### config.mk
export PLATFORM = sky130hd
export DESIGN_NAME = serdes_rx_top
export DESIGN_NICKNAME = d
export VERILOG_FILES = /design/src/hw/serdes_rx_pkg.sv /design/src/hw/rx_deserializer.sv /design/src/hw/link_ready_ctrl.sv /design/src/hw/rx_capture.sv /design/src/hw/serdes_rx_top.sv
export SDC_FILE = /design/constraint.sdc
export NUM_CORES = 1
export LEC_CHECK = 0
export BUFFER_PORTS_ARGS = -buffer_cell sky130_fd_sc_hd__buf_4
export CAP_MARGIN = 40
export CORE_MARGIN = 1.5
export CORE_UTILIZATION = 40
export CTS_CLUSTER_DIAMETER = 30
export DETAILED_ROUTE_END_ITERATION = 10
export GPL_TIMING_DRIVEN = 0
export SETUP_SLACK_MARGIN = 0.2
export SYNTH_ARGS = -nofsm -noshare
export SYNTH_HDL_FRONTEND = slang
export SYNTH_SLANG_ARGS = --single-unit
### constraint.sdc
create_clock -name fabric_clk_div -period 2.49 [get_ports fabric_clk_div]
set_input_delay 0.3735 -clock fabric_clk_div [delete_from_list [all_inputs] [get_ports fabric_clk_div]]
set_output_delay 0.3735 -clock fabric_clk_div [all_outputs]
set_load 0.005 [all_outputs]
### src/hw/serdes_rx_pkg.sv
// Shared definitions for the serial receive front end
// Lock constants, received word struct, link state enum
// and link status struct
package serdes_rx_pkg;

    // ******************************
    // Constants
    // ******************************
    localparam int MAX_WIDTH = 10;               // Widest word the deserializer supports

    localparam logic [7:0] LOCK_MATCHES = 8'd4;  // Training hits in a row for lock

    // ******************************
    // Word from the deserializer
    // ******************************
    typedef struct packed {
        logic [MAX_WIDTH-1:0] bits;   // Low WIDTH bits used, first bit at WIDTH-1
        logic                 valid;  // Single-cycle pulse per word
    } rx_word_s;

    // ******************************
    // Link controller
    // ******************************
    typedef enum logic [1:0] {
        LINK_SETTLE = 2'd0,  // Waiting out the settle time
        LINK_HUNT   = 2'd1,  // Searching for training words
        LINK_LOCKED = 2'd2   // Word boundary found
    } link_state_e;

    typedef struct packed {
        link_state_e state;  // Current controller state
        logic        ready;  // High only when locked
    } link_status_s;

endpackage

### src/hw/rx_deserializer.sv
`timescale 1ns/1ps
// Serial to parallel converter
// Input registers, slip strobe edge detect, shift register, bit counter
// One valid pulse per WIDTH counted bits

module rx_deserializer #(
    parameter int WIDTH = 4                          // Word width, 3 to 10
) (
    input  logic                    fabric_clk_div,
    input  logic                    reset_buf_n,     // Async, active low
    input  logic                    enable_n,        // Low to pass data
    input  logic                    data_i,          // One serial bit per cycle
    input  logic                    bitslip_ctrl_n,  // Active-low slip strobe
    output serdes_rx_pkg::rx_word_s rx_word
);

    localparam int CNT_W = $clog2(WIDTH);

    logic             data_q;       // Sampled serial bit
    logic             enable_n_q;   // Sampled enable
    logic             slip_act_q;   // Sampled strobe, active high
    logic             slip_act_d;   // Strobe from the cycle before
    logic             primed_q;     // Input regs hold a real sample
    logic             slip_evt;
    logic             bit_in;
    logic             shift_en;
    logic             word_done;
    logic [CNT_W-1:0] bit_cnt_q;
    logic [WIDTH-2:0] shift_q;      // Earlier bits of the word in progress
    logic [WIDTH-1:0] word_q;
    logic             valid_q;

    // ******************************
    // Input registers
    // ******************************
    always_ff @(posedge fabric_clk_div) begin
        data_q <= data_i;
    end

    always_ff @(posedge fabric_clk_div or negedge reset_buf_n) begin
        if (!reset_buf_n) begin
            enable_n_q <= 1'b1;              // Disabled until first sample
            slip_act_q <= 1'b0;
            slip_act_d <= 1'b0;
            primed_q   <= 1'b0;
        end else begin
            enable_n_q <= enable_n;
            slip_act_q <= ~bitslip_ctrl_n;
            slip_act_d <= slip_act_q;
            primed_q   <= 1'b1;              // First edge after reset loads inputs
        end
    end

    // ******************************
    // Shift and count
    // ******************************
    assign slip_evt  = slip_act_q & ~slip_act_d;            // Rising edge of strobe
    assign bit_in    = enable_n_q ? 1'b0 : data_q;          // Zero fill while disabled
    assign shift_en  = primed_q & ~slip_evt;                // Slip drops this bit
    assign word_done = shift_en && (bit_cnt_q == CNT_W'(WIDTH - 1));

    always_ff @(posedge fabric_clk_div) begin
        if (shift_en) begin
            shift_q <= {shift_q[WIDTH-3:0], bit_in};        // MSB first
        end
        if (word_done) begin
            word_q <= {shift_q, bit_in};                    // Finished word
        end
    end

    always_ff @(posedge fabric_clk_div or negedge reset_buf_n) begin
        if (!reset_buf_n) begin
            bit_cnt_q <= '0;
            valid_q   <= 1'b0;
        end else begin
            valid_q <= word_done;                           // Pulse next cycle
            if (word_done) begin
                bit_cnt_q <= '0;
            end else if (shift_en) begin
                bit_cnt_q <= bit_cnt_q + 1'b1;
            end
        end
    end

    // Widen into the shared word format
    always_comb begin
        rx_word                  = '0;
        rx_word.bits[WIDTH-1:0]  = word_q;
        rx_word.valid            = valid_q;
    end

    // Words are at least WIDTH cycles apart
    a_valid_single: assert property (@(posedge fabric_clk_div) disable iff (!reset_buf_n)
        (WIDTH > 1) && rx_word.valid |=> !rx_word.valid)
        else $error("rx_deserializer: valid high on consecutive cycles");

endmodule

### src/hw/link_ready_ctrl.sv
`timescale 1ns/1ps
// Link bring-up controller
// Settle timer, training word match counter, lock FSM
// Drives the link status with the ready flag

module link_ready_ctrl #(
    parameter int               WIDTH         = 4,        // Word width
    parameter int               SETTLE_CYCLES = 255,      // Cycles before hunting
    parameter logic [WIDTH-1:0] TRAIN_WORD    = 4'b1100   // Training pattern
) (
    input  logic                        fabric_clk_div,
    input  logic                        reset_buf_n,      // Async, active low
    input  serdes_rx_pkg::rx_word_s     rx_word,
    output serdes_rx_pkg::link_status_s link_status
);

    localparam int SET_W = $clog2(SETTLE_CYCLES + 1);

    serdes_rx_pkg::link_state_e state_q;
    logic [SET_W-1:0]           settle_cnt_q;
    logic [7:0]                 match_cnt_q;    // Consecutive training hits
    logic                       ready_q;
    logic                       settle_done;
    logic                       train_hit;
    logic                       lock_hit;

    assign settle_done = (settle_cnt_q == SET_W'(SETTLE_CYCLES - 1));
    assign train_hit   = rx_word.valid && (rx_word.bits[WIDTH-1:0] == TRAIN_WORD);
    assign lock_hit    = train_hit && (match_cnt_q == serdes_rx_pkg::LOCK_MATCHES - 8'd1);

    // ******************************
    // Lock FSM
    // ******************************
    always_ff @(posedge fabric_clk_div or negedge reset_buf_n) begin
        if (!reset_buf_n) begin
            state_q      <= serdes_rx_pkg::LINK_SETTLE;
            settle_cnt_q <= '0;
            match_cnt_q  <= '0;
            ready_q      <= 1'b0;
        end else begin
            case (state_q)
                serdes_rx_pkg::LINK_SETTLE: begin
                    if (settle_done) begin
                        state_q <= serdes_rx_pkg::LINK_HUNT;  // Stand-in for PLL lock
                    end else begin
                        settle_cnt_q <= settle_cnt_q + 1'b1;
                    end
                end
                serdes_rx_pkg::LINK_HUNT: begin
                    if (lock_hit) begin
                        state_q     <= serdes_rx_pkg::LINK_LOCKED;
                        ready_q     <= 1'b1;
                        match_cnt_q <= '0;
                    end else if (train_hit) begin
                        match_cnt_q <= match_cnt_q + 8'd1;
                    end else if (rx_word.valid) begin
                        match_cnt_q <= '0;                   // Any other word restarts
                    end
                end
                serdes_rx_pkg::LINK_LOCKED: begin
                    ready_q <= 1'b1;                         // Sticky until reset
                end
                default: begin
                    state_q <= serdes_rx_pkg::LINK_SETTLE;   // Unused encoding
                    ready_q <= 1'b0;
                end
            endcase
        end
    end

    always_comb begin
        link_status.state = state_q;
        link_status.ready = ready_q;
    end

    // Lock holds until the next reset
    a_locked_sticky: assert property (@(posedge fabric_clk_div) disable iff (!reset_buf_n)
        state_q == serdes_rx_pkg::LINK_LOCKED |=> state_q == serdes_rx_pkg::LINK_LOCKED)
        else $error("link_ready_ctrl: left LINK_LOCKED without reset");

    // Ready flop tracks the state register
    a_ready_state: assert property (@(posedge fabric_clk_div) disable iff (!reset_buf_n)
        ready_q == (state_q == serdes_rx_pkg::LINK_LOCKED))
        else $error("link_ready_ctrl: ready disagrees with state");

endmodule

### src/hw/rx_capture.sv
`timescale 1ns/1ps
// Output word register
// Loads valid words while the link is ready, holds otherwise

module rx_capture #(
    parameter int WIDTH = 4                              // Word width
) (
    input  logic                        fabric_clk_div,
    input  logic                        reset_buf_n,     // Async, active low
    input  serdes_rx_pkg::rx_word_s     rx_word,
    input  serdes_rx_pkg::link_status_s link_status,
    output logic [WIDTH-1:0]            data_o
);

    logic             load;
    logic [WIDTH-1:0] data_q;

    // Lock word itself arrives before ready is up
    assign load = rx_word.valid && link_status.ready;

    // ******************************
    // Output register
    // ******************************
    always_ff @(posedge fabric_clk_div or negedge reset_buf_n) begin
        if (!reset_buf_n) begin
            data_q <= '0;
        end else if (load) begin
            data_q <= rx_word.bits[WIDTH-1:0];           // One cycle latency
        end
    end

    assign data_o = data_q;

    // Output moves only after a taken word
    a_data_stable: assert property (@(posedge fabric_clk_div) disable iff (!reset_buf_n)
        $changed(data_o) |-> $past(load))
        else $error("rx_capture: data_o changed without a captured word");

endmodule

### src/hw/serdes_rx_top.sv
`timescale 1ns/1ps
// Receive front end top level
// Deserializer, link controller and capture register
// Parameters set here and passed to each block

module serdes_rx_top #(
    parameter int               WIDTH         = 4,        // Word width, 3 to 10
    parameter int               SETTLE_CYCLES = 255,      // Settle time in cycles
    parameter logic [WIDTH-1:0] TRAIN_WORD    = 4'b1100   // Training pattern
) (
    input  logic             fabric_clk_div,
    input  logic             reset_buf_n,     // Async, active low
    input  logic             enable_n,        // Low to receive
    input  logic             data_i,          // Serial data
    input  logic             bitslip_ctrl_n,  // Active-low slip strobe
    output logic [WIDTH-1:0] data_o,          // Captured word
    output logic             ready            // Link locked
);

    serdes_rx_pkg::rx_word_s     rx_word;      // Deserializer to consumers
    serdes_rx_pkg::link_status_s link_status;  // Controller to capture

    // ******************************
    // Deserializer
    // ******************************
    rx_deserializer #(
        .WIDTH          (WIDTH)
    ) rx_deserializer_inst (
        .fabric_clk_div (fabric_clk_div),
        .reset_buf_n    (reset_buf_n),
        .enable_n       (enable_n),
        .data_i         (data_i),
        .bitslip_ctrl_n (bitslip_ctrl_n),
        .rx_word        (rx_word)
    );

    // ******************************
    // Link controller
    // ******************************
    link_ready_ctrl #(
        .WIDTH          (WIDTH),
        .SETTLE_CYCLES  (SETTLE_CYCLES),
        .TRAIN_WORD     (TRAIN_WORD)
    ) link_ready_ctrl_inst (
        .fabric_clk_div (fabric_clk_div),
        .reset_buf_n    (reset_buf_n),
        .rx_word        (rx_word),
        .link_status    (link_status)
    );

    // ******************************
    // Capture register
    // ******************************
    rx_capture #(
        .WIDTH          (WIDTH)
    ) rx_capture_inst (
        .fabric_clk_div (fabric_clk_div),
        .reset_buf_n    (reset_buf_n),
        .rx_word        (rx_word),
        .link_status    (link_status),
        .data_o         (data_o)
    );

    assign ready = link_status.ready;  // Status flag to the pin

endmodule

---- Yosys cells after proc, flatten, opt, wreduce, memory -nomap -nowiden ----
Cells that the tools add are included.
cells by class
  equal/unequal tests ..................... 8
  $add $sub $neg .......................... 3
  $mul .................................... 0
  shift operators ......................... 0
  reduce and logical (&&, ||, !) cells .... 11
  muxes and demuxes ....................... 11
  divide/modulo/power cells ............... 0
  bitwise operators ....................... 8
  order comparisons ....................... 0
operators with widths
  operator                                                                number
  8-bit two-way mux                                                       3
  8-bit by 1-bit adder with 8-bit output (second input constant)          2
  8-bit by 2-bit equality test with 1-bit output (second input constant)  1
  8-bit equality test (second input constant)                             1
  2-bit two-way mux                                                       4
  1-bit NOT                                                               6
  2-bit case mux with 3 select lines                                      1
  2-bit AND reduction                                                     3
  2-bit equality test (second input constant)                             2
  4-bit equality test (second input constant)                             1
  1-bit logical AND                                                       4
  2-bit by 1-bit != test with 1-bit output (second input constant)        2
  1-bit case mux with 3 select lines                                      1
  3-bit AND reduction                                                     1
  3-bit nonzero test                                                      1
  2-bit by 1-bit adder with 2-bit output (second input constant)          1
  1-bit bitwise AND                                                       2
  2-bit by 1-bit equality test with 1-bit output (second input constant)  1
  2-bit logical NOT                                                       1
  1-bit two-way mux                                                       2
  2-bit nonzero test                                                      1
storage, ports and cells
  bits in latches ......................... 0
  memory bits (read-only) ................. 0
  flip-flop bits (word level) ............. 38
  memories ................................ 0
  bits in writable memories ............... 0
  logic and storage cells ................. 55

---- Longest topological paths before layout ----
Gate-level depths: netlist of run 1.
  depth in word-level cells ............... 6
  depth in mapped cells ................... 7
  depth with buffers taken out ............ 7

---- By module ----
From an unflattened synthesis of run 1, not the netlist that was laid out.
unflattened totals
  cells, all modules ...................... 144
  area total of the unflattened synthesis .. 1776.7 um^2
by module, submodules not included
  module           times used  area each (um^2)  cells each  seq. area each (um^2)
  link_ready_ctrl  1           1057.3            102         475.5
  rx_deserializer  1           553.0             33          406.6
  rx_capture       1           166.4             9           100.1

---- Worst setup path before layout of run 1 ----
Ideal clock, no wire load.
  path kind ............................... register to register
  from .................................... register link_ready_ctrl_inst.match_cnt_q[5]
  to ...................................... register link_ready_ctrl_inst.state_q[0]
  cell stages (with the launch flop) ...... 6
  setup time .............................. 0.125 ns
  required time ........................... 2.365 ns
  arrival time ............................ 1.762 ns
  path slack .............................. 0.602 ns
  period minus slack after synthesis ...... 1.888 ns
  path buffers ............................ 0
  cell sequence ........................... dfrtp_1 or4_1 or3_4 o21ai_2 nand2_2 mux2_4
on the way
  longest elaborated chain between the ends .. 4
ends and longest elaborated chain
  what                                                       RTL line               text
  start: declaration                                         link_ready_ctrl.sv:21  logic [7:0] match_cnt_q;
  start signal: assignment                                   link_ready_ctrl.sv:55  match_cnt_q <= match_cnt_q + 8'd1;
  8-bit by 2-bit equality test with 1-bit output             link_ready_ctrl.sv:29  assign lock_hit = train_hit && (match_cnt_q == serdes_rx_pkg::LOCK_MATCHES - 8'd1);
  1-bit logical AND                                          link_ready_ctrl.sv:29
  2-bit by 1-bit != test with 1-bit output (no source line)  -
  3-bit AND reduction (no source line)                       -
  end signal: assignment                                     link_ready_ctrl.sv:36  state_q <= serdes_rx_pkg::LINK_SETTLE;
  end signal: assignment                                     link_ready_ctrl.sv:44  state_q <= serdes_rx_pkg::LINK_HUNT;
  end signal: assignment                                     link_ready_ctrl.sv:51  state_q <= serdes_rx_pkg::LINK_LOCKED;
  end: declaration                                           link_ready_ctrl.sv:19  serdes_rx_pkg::link_state_e state_q;
No other way between the ends.
A chain may end at the register's enable or synchronous reset.

---- Worst setup path after layout of run 1 ----
Same ends and word-level chain as after synthesis.

==> impl_metrics.tcl, run 1 <==
set metrics [dict create \
    cp-end-kind "flip-flop" \
    drtIter0Drc 27 \
    placed_cell_area_um2 1745 \
    slew_headroom_pct 50.54 \
    stdcell_area_um2 1831 \
    p_seq_share_pct 59.5 \
    cts.clk_slew.worst_paths_ns 0.08 \
    vias 969 \
    drt_wl_total_um 2558 \
    clkLatencyLatePin_ns 0.29 \
    crit_chain "or4_1 > or3_4 > o21ai_2 > nand2_2 > mux2_4" \
    ant_nets 0 \
    grt-busiest-layer "met2" \
    rrSetupSlack_ns 0.47 \
    syn_area_um2 1618 \
    grt_use_met2_pct 23.88 \
    grt_max_degree 31 \
    postSynthAreaPerCell_um2 12.74 \
    swShare_pct 22.91 \
    maxCapViolCount 0 \
    crit_slowest_cell "or4_1" \
    hold_violations 0 \
    cp-startpoint "link_ready_ctrl_inst.match_cnt_q[5]$_DFFE_PN0P_" \
    die_h_um 66.60 \
    ys_ff_latch 38 \
    rsz0062_at_grt "no" \
    status "complete, no violations" \
    synth_cell_types 34 \
    diodes 0 \
    ctsHtreeMaxLevel 2 \
    vdd_drop_max_uv 453.9 \
    worstMarginPinSlew_ns 0.7353 \
    clk_path_buf_depth 2 \
    p_per_area_nw_per_um2 633.4 \
    post-route-drc-count 0 \
    grt_pass1_vias 1027 \
    io_buffers 9 \
    crit_type "flip-flop to flip-flop" \
    yosysTopAreaCell "dfrtp_1" \
    fin_worst_skew_ns 0.008249 \
    dieArea_um2 4435 \
    path_buf_inv 0 \
    initial_utilization_pct 42.90 \
    cts_tree "built" \
    pwr-share-comb_pct 5.7 \
    ys.warnings.count 0 \
    hpwl_um 1793 \
    hold_class "primary input to asynchronous set/reset pin" \
    fin_crit_ns 2.017 \
    die_w_um 66.60 \
    power.internal_mw 0.8938 \
    synth_top_area_share_pct 44.86 \
    r2r_start "link_ready_ctrl_inst.match_cnt_q[5]$_DFFE_PN0P_" \
    clock.fmax_mhz 495.8 \
    startpoint_type "flip-flop" \
    yosysSeqAreaShare_pct 60.71 \
    cts_sinks 38 \
    final_nets 156 \
    grt_use_total_pct 13.72 \
    rows 22 \
    p_clk_share_pct 34.8 \
    synth_area_leaders "dfrtp_1 (45%), edfxtp_1 (13%), ha_1 (6.2%)" \
    areaGrowthSynthToFinish_pct 13.15 \
    post-route-period-util_pct 81.01 \
    drv_slew 0 \
    postCtsSetupRepairBufs 0 \
    final-setup-viol-count 0 \
    grt_antenna_before_repair 0 \
    core_area_um2 3771 \
    cp_top_family "simple AND/OR/NAND/NOR gates" \
    firstDrtPassIters 4 \
    ioPinCount 10 \
    power.leakage_nw 0.8224 \
    vias_per_cell 5.047 \
    holdBufCountCts 0 \
    syn_nets 140 \
    grt_pass1_wl_um 4436 \
    tns_ns 0 \
    wl_per_cell_um 13.32 \
    grt_use_met1_pct 15.44 \
    fin_total_pwr_mw 1.159 \
    cts-root-buf "clkbuf_8" \
    gp_congestion 0.7674 \
    grt_overflow 0 \
    worst_r2r_endpoint "link_ready_ctrl_inst.state_q[0]$_DFFE_PN0P_" \
    cts_buffers 5 \
    p_switching_mw 0.2656 \
    use_met3_pct 4.561 \
    cp.arrival_ns 2.19 \
    cts.repair.resized 0 \
    r2r_cells 5 \
    critPathMaxFanout 5 \
    final_layout_size_suffix_gt1_share_pct 20.83 \
    critical_path_required_ns 2.66 \
    syn_inst 127 \
    max_stage_delay_ns 0.53 \
    final_core_util_pct 48.54 \
]
-- metal layers --
layer / vias up / wire length (µm)
met4: 0 / 10
li1: 478 / -
met1: 478 / 1154
met2: 11 / 1324
met3: 2 / 69
met5: - / 0
-- worst max path at each step --
stage                                                              to  cells past startpoint
after floorplan           link_ready_ctrl_inst.state_q[0]$_DFFE_PN0P_                      5
after global placement       link_ready_ctrl_inst.ready_q$_DFFE_PN0P_                      5
after detailed placement  link_ready_ctrl_inst.state_q[1]$_DFFE_PN0P_                      5
after CTS                 link_ready_ctrl_inst.state_q[0]$_DFFE_PN0P_                      5
after global routing      link_ready_ctrl_inst.state_q[1]$_DFFE_PN0P_                      5
final                     link_ready_ctrl_inst.state_q[0]$_DFFE_PN0P_                      5
-- placed cells by master (no fill, tap or decap) --
cell type   netlist  final
nor3_1            2      2
nand4_1           4      4
xor2_1            4      4
ha_1              8      8
o31ai_1           2      2
a21boi_0          1      1
inv_1             5      5
o21a_1            1      1
dfstp_2           1      1
o21ai_2           1      1
buf_4             0      9
clkinvlp_4        0      1
and2_0            1      1
o21ai_0           7      7
nand2_2           1      1
mux2_2            6      6
nand2b_1          4      4
nor2_1            5      5
a31oi_1           1      1
mux2_4            3      3
clkinv_1          0      1
and3_1            1      1
and3_2            1      1
and2_1            1      1
nor2b_1           1      1
conb_1            1      1
dfxtp_1           1      1
nand3_1           7      7
clkinv_2          0      1
or4_1             1      1
or3_4             1      1
xnor2_1           5      5
and4_1            1      1
edfxtp_1          7      7
o2bb2ai_1         2      2
a21oi_1           2      2
nand2_1           9      9
dfrtp_1          29     29
clkbuf_8          0      5
-- power by group through the flow --
stage	Combinational (mW)	Sequential [mW]	Clock, mW
CTS	0.0690	0.691	0.419
global placement	0.0620	0.700	0
floorplan	0.0435	0.697	0
global route	0.0779	0.694	0.439
finish	0.0657	0.690	0.404
detailed placement	0.0687	0.703	0
-- sequential cells by signal, summed over array words and instances, names as in the netlist, 2 cells and up --
signal	flops
link_ready_ctrl_inst.match_cnt_q	8
link_ready_ctrl_inst.state_q	2
rx_deserializer_inst.word_q	4
rx_capture_inst.data_o	4
rx_deserializer_inst.bit_cnt_q	2
rx_deserializer_inst.shift_q	3
link_ready_ctrl_inst.settle_cnt_q	8
-- per-stage QoR --
step / cells / setup WS [ns] / hold slack (ns)
final: 192 / 0.4729 / 0.0006727
after global routing: 192 / 0.4383 / 0.02530
after CTS: 192 / 0.4766 / 0.01302
after detailed placement: 184 / 0.4944 / 0.3287
after global placement: 184 / 0.5244 / 0.3204
after floorplan: 127 / 0.6024 / 0.07791
-- final cells by class --
type / instances / area, µm²
timing repair buffer: 9 / 67.56
multi-input combinational: 84 / 616.8
fill: 344 / 1941
sequential: 38 / 982.2
clock buffer: 5 / 68.82
clock inverter: 3 / 16.27
tap: 48 / 60.06
inverter: 5 / 18.77
-- cell usage after synthesis --
library cell,n
a21boi_0,1
a21oi_1,2
a31oi_1,1
and2_0,1
and2_1,1
and3_1,1
and3_2,1
and4_1,1
conb_1,1
dfrtp_1,29
dfstp_2,1
dfxtp_1,1
edfxtp_1,7
ha_1,8
inv_1,5
mux2_2,6
mux2_4,3
nand2_1,9
nand2_2,1
nand2b_1,4
nand3_1,7
nand4_1,4
nor2_1,5
nor2b_1,1
nor3_1,2
o21a_1,1
o21ai_0,7
o21ai_2,1
o2bb2ai_1,2
o31ai_1,2
or3_4,1
or4_1,1
xnor2_1,5
xor2_1,4
-- logic make-up after synthesis --
group / synth area share, %
adders and majority gates: 6.187
buffers and inverters: 1.160
AOI/OAI and AO/OA: 6.652
muxes: 6.960
xor gates and xnor gates: 4.872
other: 0.2318
and+or+nand+nor: 13.23
DFF: 60.71
-- worst reg2reg max path: stages (launching register included) --
cell	delay, ns
dfrtp_1	0.43
or4_1	0.53
or3_4	0.37
o21ai_2	0.17
nand2_2	0.09
mux2_4	0.30
Note: power is estimated with default switching activity, not from simulation.
==> inputs of run 2 (changes only) <==
Clock period 2.49 ns to 1.8 ns, I/O delays scaled along.
==> run 2 against run 1 <==
  * The run now ends with setup timing left
  * Total power up 66%
  * Die area unchanged
  * Final cell count is 2.6% higher
  * Worst hold slack improved by 0.081 ns
  * Clock-buffer cell count is the same
  * Utilization rose by 3.6 points
  * Clock skew down 0.0016 ns
==> impl_metrics.tcl, run 2 (same netlist as run 1, synthesis figures left out) <==
set metrics [dict create \
    r2r_start "link_ready_ctrl_inst.match_cnt_q[5]$_DFFE_PN0P_" \
    die_w_um 66.60 \
    clock.fmax_mhz 518.9 \
    post-route-drc-count 0 \
    ctsHtreeMaxLevel 2 \
    cp-startpoint "link_ready_ctrl_inst.match_cnt_q[5]$_DFFE_PN0P_" \
    p_per_area_nw_per_um2 979.8 \
    drt_wl_total_um 2851 \
    rrSetupSlack_ns -0.13 \
    holdPathStages 1 \
    hold_slack_ns 0.08188 \
    cp-end-kind "flip-flop" \
    path_buf_inv 0 \
    final-setup-viol-count 7 \
    cts_tree "built" \
    startpoint_type "flip-flop" \
    fin_crit_ns 1.927 \
    final_common_cell "dfrtp_1" \
    final_nets 161 \
    clk_path_buf_depth 2 \
    placed_cell_area_um2 1745 \
    hpwl_um 1876 \
    grt_max_degree 31 \
    ioPinCount 10 \
    diodes 0 \
    rows 22 \
    cts-root-buf "clkbuf_8" \
    post-route-period-util_pct 107.1 \
    power.leakage_nw 0.8769 \
    critical_path_required_ns 1.98 \
    cp_top_family "simple AND/OR/NAND/NOR gates" \
    max_stage_delay_ns 0.52 \
    fin_worst_skew_ns 0.006619 \
    cp.arrival_ns 2.11 \
    cts_buffers 5 \
    hold_class "primary input to flip-flop" \
    vias 1019 \
    hold_violations 0 \
    io_buffers 9 \
    holdCritStartpoint "data_i" \
    status "finished with violations" \
    drv_slew 0 \
    rsz0062_at_grt "yes" \
    cts_sinks 38 \
    final_layout_size_suffix_gt1_share_pct 26.17 \
    firstDrtPassIters 5 \
    wl_per_cell_um 14.47 \
    min_to "rx_deserializer_inst.data_q$_DFF_P_" \
    initial_utilization_pct 42.90 \
    clkLatencyLatePin_ns 0.29 \
    ant_nets 0 \
    grt_use_total_pct 15.51 \
    grt_antenna_before_repair 0 \
    gp_congestion 0.7851 \
    areaGrowthSynthToFinish_pct 21.50 \
    largestRegisters "link_ready_ctrl_inst.match_cnt_q x8, link_ready_ctrl_inst.settle_cnt_q x8" \
    crit_slowest_cell "or4_1" \
    final_cell_mix "dfrtp_1 (29), buf_4 (13), nand2_1 (8), ha_1 (8), edfxtp_1 (7)" \
    core_area_um2 3771 \
    critPathMaxFanout 4 \
    setup_ws_ns -0.1270 \
    grt_overflow 0 \
    worst_r2r_endpoint "link_ready_ctrl_inst.state_q[0]$_DFFE_PN0P_" \
    r2r_cells 5 \
    vdd_drop_max_uv 819.4 \
    grt_pass1_wl_um 4878 \
    crit_chain "or4_1 > or3_4 > o21ai_4 > nand2_2 > mux2_4" \
    cts.clk_slew.worst_paths_ns 0.08 \
    grt_pass1_vias 1046 \
    dieArea_um2 4435 \
    die_h_um 66.60 \
    violations "setup timing" \
    vias_per_cell 5.173 \
    crit_type "flip-flop to flip-flop" \
    drtIter0Drc 46 \
    maxCapViolCount 0 \
    stdcell_area_um2 1966 \
]
==> run 2: cell count changes in the layout (fill, tap and decap cells not counted), moves of 2 or more <==
cell / previous run / this run
bufinv_16: 0 / 2
o21ai_1: 0 / 2
o21ai_0: 7 / 5
buf_4: 9 / 13
==> run 2: worst register-to-register path: stages, from the launching register on <==
cell and delay [ns]:
dfrtp_1 0.38, or4_1 0.52, or3_4 0.38, o21ai_4 0.15
nand2_2 0.09, mux2_4 0.30
==> run 2: per-layer routing <==
metal | up-vias | GRT usage (%) | wire [µm]
li1 | 485 | - | -
met1 | 504 | 16.70 | 1128
met2 | 23 | 26.88 | 1537
met3 | 7 | 5.236 | 114
met4 | 0 | 7.908 | 70
met5 | - | 0 | 0
==> run 2: worst max path at each step <==
stage | depth (start not counted) | endpoint | slack, ns
5_1_grt | 5 | link_ready_ctrl_inst.match_cnt_q[4]$_DFFE_PN0P_ | -0.16
2_1_floorplan | 5 | link_ready_ctrl_inst.state_q[0]$_DFFE_PN0P_ | -0.09
3_3_place_gp | 5 | link_ready_ctrl_inst.ready_q$_DFFE_PN0P_ | -0.17
4_1_cts | 5 | link_ready_ctrl_inst.state_q[1]$_DFFE_PN0P_ | -0.13
3_5_place_dp | 5 | link_ready_ctrl_inst.state_q[1]$_DFFE_PN0P_ | -0.19
6_report | 5 | link_ready_ctrl_inst.state_q[0]$_DFFE_PN0P_ | -0.13
==> run 2: metrics by stage <==
step / worst slack (ns) / cells / utilization [%] / power (mW) / setup TNS, ns
after global routing: -0.1632 / 197 / 52.12 / 2.009 / -0.9125
final: -0.1270 / 197 / 52.12 / 1.926 / -0.5842
after detailed placement: -0.1901 / 184 / 46.28 / 1.076 / -0.7390
after CTS: -0.1258 / 197 / 51.66 / 1.950 / -0.5085
after floorplan: -0.08719 / 127 / - / 1.025 / -0.2612
after global placement: -0.1669 / 184 / 46.28 / 1.055 / -0.5390
==> run 2: cell type report <==
type,count,area [µm²]
Clock buffer,5,68.82
Clock inverter,3,68.82
Fill cell,329,1805
Inverter,5,18.77
Multi-Input combinational cell,84,659.4
Sequential cell,38,982.2
Tap cell,48,60.06
Timing Repair Buffer,14,107.6
==> run 2: where the power goes <==
group | switching, mW | internal, mW | total, mW
Combinational | 0.0503 | 0.0493 | 0.0997
Sequential | 0.0292 | 0.927 | 0.956
Clock | 0.315 | 0.555 | 0.870
==> run 2: what timing repair did <==
| action | CTS | global route |
|---|---|---|
| gates resized for setup | 5 | 3 |
| setup buffers | 4 | 0 |
| hold endpoints to repair | 29 | 0 |
| hold buffers | 1 | 0 |
| pin swaps | 1 | 0 |
| endpoints found under the setup margin | 15 | 14 |
==> inputs of run 3 (changes only) <==
==> constraint.sdc (replaced) <==
create_clock -name fabric_clk_div -period 1.8 [get_ports fabric_clk_div]
set_input_delay 0.45 -clock fabric_clk_div [delete_from_list [all_inputs] [get_ports fabric_clk_div]]
set_output_delay 0.45 -clock fabric_clk_div [all_outputs]
set_load 0.005 [all_outputs]
==> run 3 against run 2 <==
  * The run still ends with setup timing left
  * Routed wire length down 0.39%
  * Combinational power down 2%
  * Maximum frequency about the same
  * Final cell count down 0.51%
  * Global-route usage down 0.11 points
  * Register-to-register slack about the same
==> impl_metrics.tcl, run 3 (same netlist as run 1, synthesis figures left out) <==
set metrics [dict create \
    stdcell_area_um2 1956 \
    critPathMaxFanout 4 \
    ctsHtreeMaxLevel 2 \
    cts_buffers 5 \
    rsz0062_at_grt "yes" \
    r2r_cells 5 \
    io_buffers 9 \
    cts.clk_slew.worst_paths_ns 0.08 \
    cts-root-buf "clkbuf_8" \
    clock.fmax_mhz 519.3 \
    setup_ws_ns -0.1256 \
    grt_pass1_vias 1041 \
    stdcell_count 196 \
    maxCapViolCount 0 \
    grt_pass1_wl_um 4864 \
    hold_violations 0 \
    vias_per_cell 5.133 \
    wl_per_cell_um 14.49 \
    hold_class "primary input to asynchronous set/reset pin" \
    status "finished with violations" \
    final_core_util_pct 51.86 \
    crit_type "flip-flop to flip-flop" \
    fin_crit_ns 1.926 \
    cp.arrival_ns 2.11 \
    core_area_um2 3771 \
    ioPinCount 10 \
    worst_r2r_endpoint "link_ready_ctrl_inst.state_q[0]$_DFFE_PN0P_" \
    clkLatencyLatePin_ns 0.29 \
    final_nets 160 \
    final_layout_size_suffix_gt1_share_pct 26.35 \
    grt_use_total_pct 15.40 \
    hold_slack_ns 0.06935 \
    final_common_cell "dfrtp_1" \
    vdd_drop_max_uv 820.1 \
    die_h_um 66.60 \
    place_ws_ns -0.1901 \
    diodes 0 \
    gp_congestion 0.7851 \
    drt_wl_total_um 2840 \
    grt_max_degree 31 \
    startpoint_type "flip-flop" \
    violations "setup timing" \
    final-setup-viol-count 6 \
    critical_path_required_ns 1.98 \
    cts_tree "built" \
    post-route-drc-count 0 \
    grt_overflow 0 \
    cp-end-kind "flip-flop" \
    grt_antenna_before_repair 0 \
    vias 1006 \
    dieArea_um2 4435 \
    rrSetupSlack_ns -0.13 \
    areaGrowthSynthToFinish_pct 20.88 \
    r2r_start "link_ready_ctrl_inst.match_cnt_q[5]$_DFFE_PN0P_" \
    power.leakage_nw 0.8727 \
    drv_slew 0 \
    largestRegisters "link_ready_ctrl_inst.match_cnt_q x8, link_ready_ctrl_inst.settle_cnt_q x8" \
    rows 22 \
    post-route-period-util_pct 107.0 \
    initial_utilization_pct 42.90 \
    cts_sinks 38 \
    final_cell_mix "dfrtp_1 (29), buf_4 (13), nand2_1 (8), ha_1 (8), edfxtp_1 (7)" \
    firstDrtPassIters 4 \
    ant_nets 0 \
    hpwl_um 1876 \
    placed_cells 184 \
    drtIter0Drc 38 \
    holdBufCountCts 0 \
    fin_worst_skew_ns 0.007986 \
    clk_path_buf_depth 2 \
    die_w_um 66.60 \
    placed_cell_area_um2 1745 \
    p_per_area_nw_per_um2 984.9 \
]
run 3: routing by layer:
layer	up-vias	track usage [%]	routed length [µm]
li1	484	-	-
met1	502	16.48	1131
met4	0	6.888	46
met2	15	27.38	1566
met5	-	0	0
met3	5	5.068	96
run 3: power by group:
group	switching (mW)	total [mW]	internal (mW)
sequential	0.0293	0.956	0.927
combinational	0.0500	0.0979	0.0479
clock	0.317	0.872	0.555
total	0.396	1.93	1.53
run 3: worst max-delay path by stage:
stage | from | slack, ns | end
2_1_floorplan | link_ready_ctrl_inst.match_cnt_q[5]$_DFFE_PN0P_ | -0.09 | link_ready_ctrl_inst.state_q[0]$_DFFE_PN0P_
3_3_place_gp | link_ready_ctrl_inst.match_cnt_q[5]$_DFFE_PN0P_ | -0.17 | link_ready_ctrl_inst.ready_q$_DFFE_PN0P_
3_5_place_dp | link_ready_ctrl_inst.match_cnt_q[5]$_DFFE_PN0P_ | -0.19 | link_ready_ctrl_inst.state_q[1]$_DFFE_PN0P_
4_1_cts | link_ready_ctrl_inst.match_cnt_q[5]$_DFFE_PN0P_ | -0.13 | link_ready_ctrl_inst.state_q[1]$_DFFE_PN0P_
5_1_grt | link_ready_ctrl_inst.match_cnt_q[4]$_DFFE_PN0P_ | -0.16 | link_ready_ctrl_inst.match_cnt_q[4]$_DFFE_PN0P_
6_report | link_ready_ctrl_inst.match_cnt_q[5]$_DFFE_PN0P_ | -0.13 | link_ready_ctrl_inst.state_q[0]$_DFFE_PN0P_
run 3: layout make-up:
type                       instances  area, µm²
clock buffer                       5      68.82
clock inverter                     3      68.82
fill                             325       1815
inverter                           5      18.77
multi-input combinational         84      659.4
sequential                        38      982.2
tap                               48      60.06
timing repair buffer              13      97.59
run 3: what timing repair did:
action                     CTS  global route
gates resized for setup      5             3
setup endpoints to repair   15            14
buffers inserted             4             0
pin swaps                    1             0
run 3: worst max-delay path: stages, from the launching register on:
cell     delay, ns
dfrtp_1       0.38
or4_1         0.51
or3_4         0.38
o21ai_4       0.15
nand2_2       0.09
mux2_4        0.30
run 3: through the flow:
stage / setup TNS [ns] / total power [mW]
after detailed placement: -0.7390 / 1.076
after floorplan: -0.2612 / 1.025
final: -0.5537 / 1.926
after CTS: -0.5085 / 1.948
after global routing: -0.9130 / 2.007
after global placement: -0.5390 / 1.055
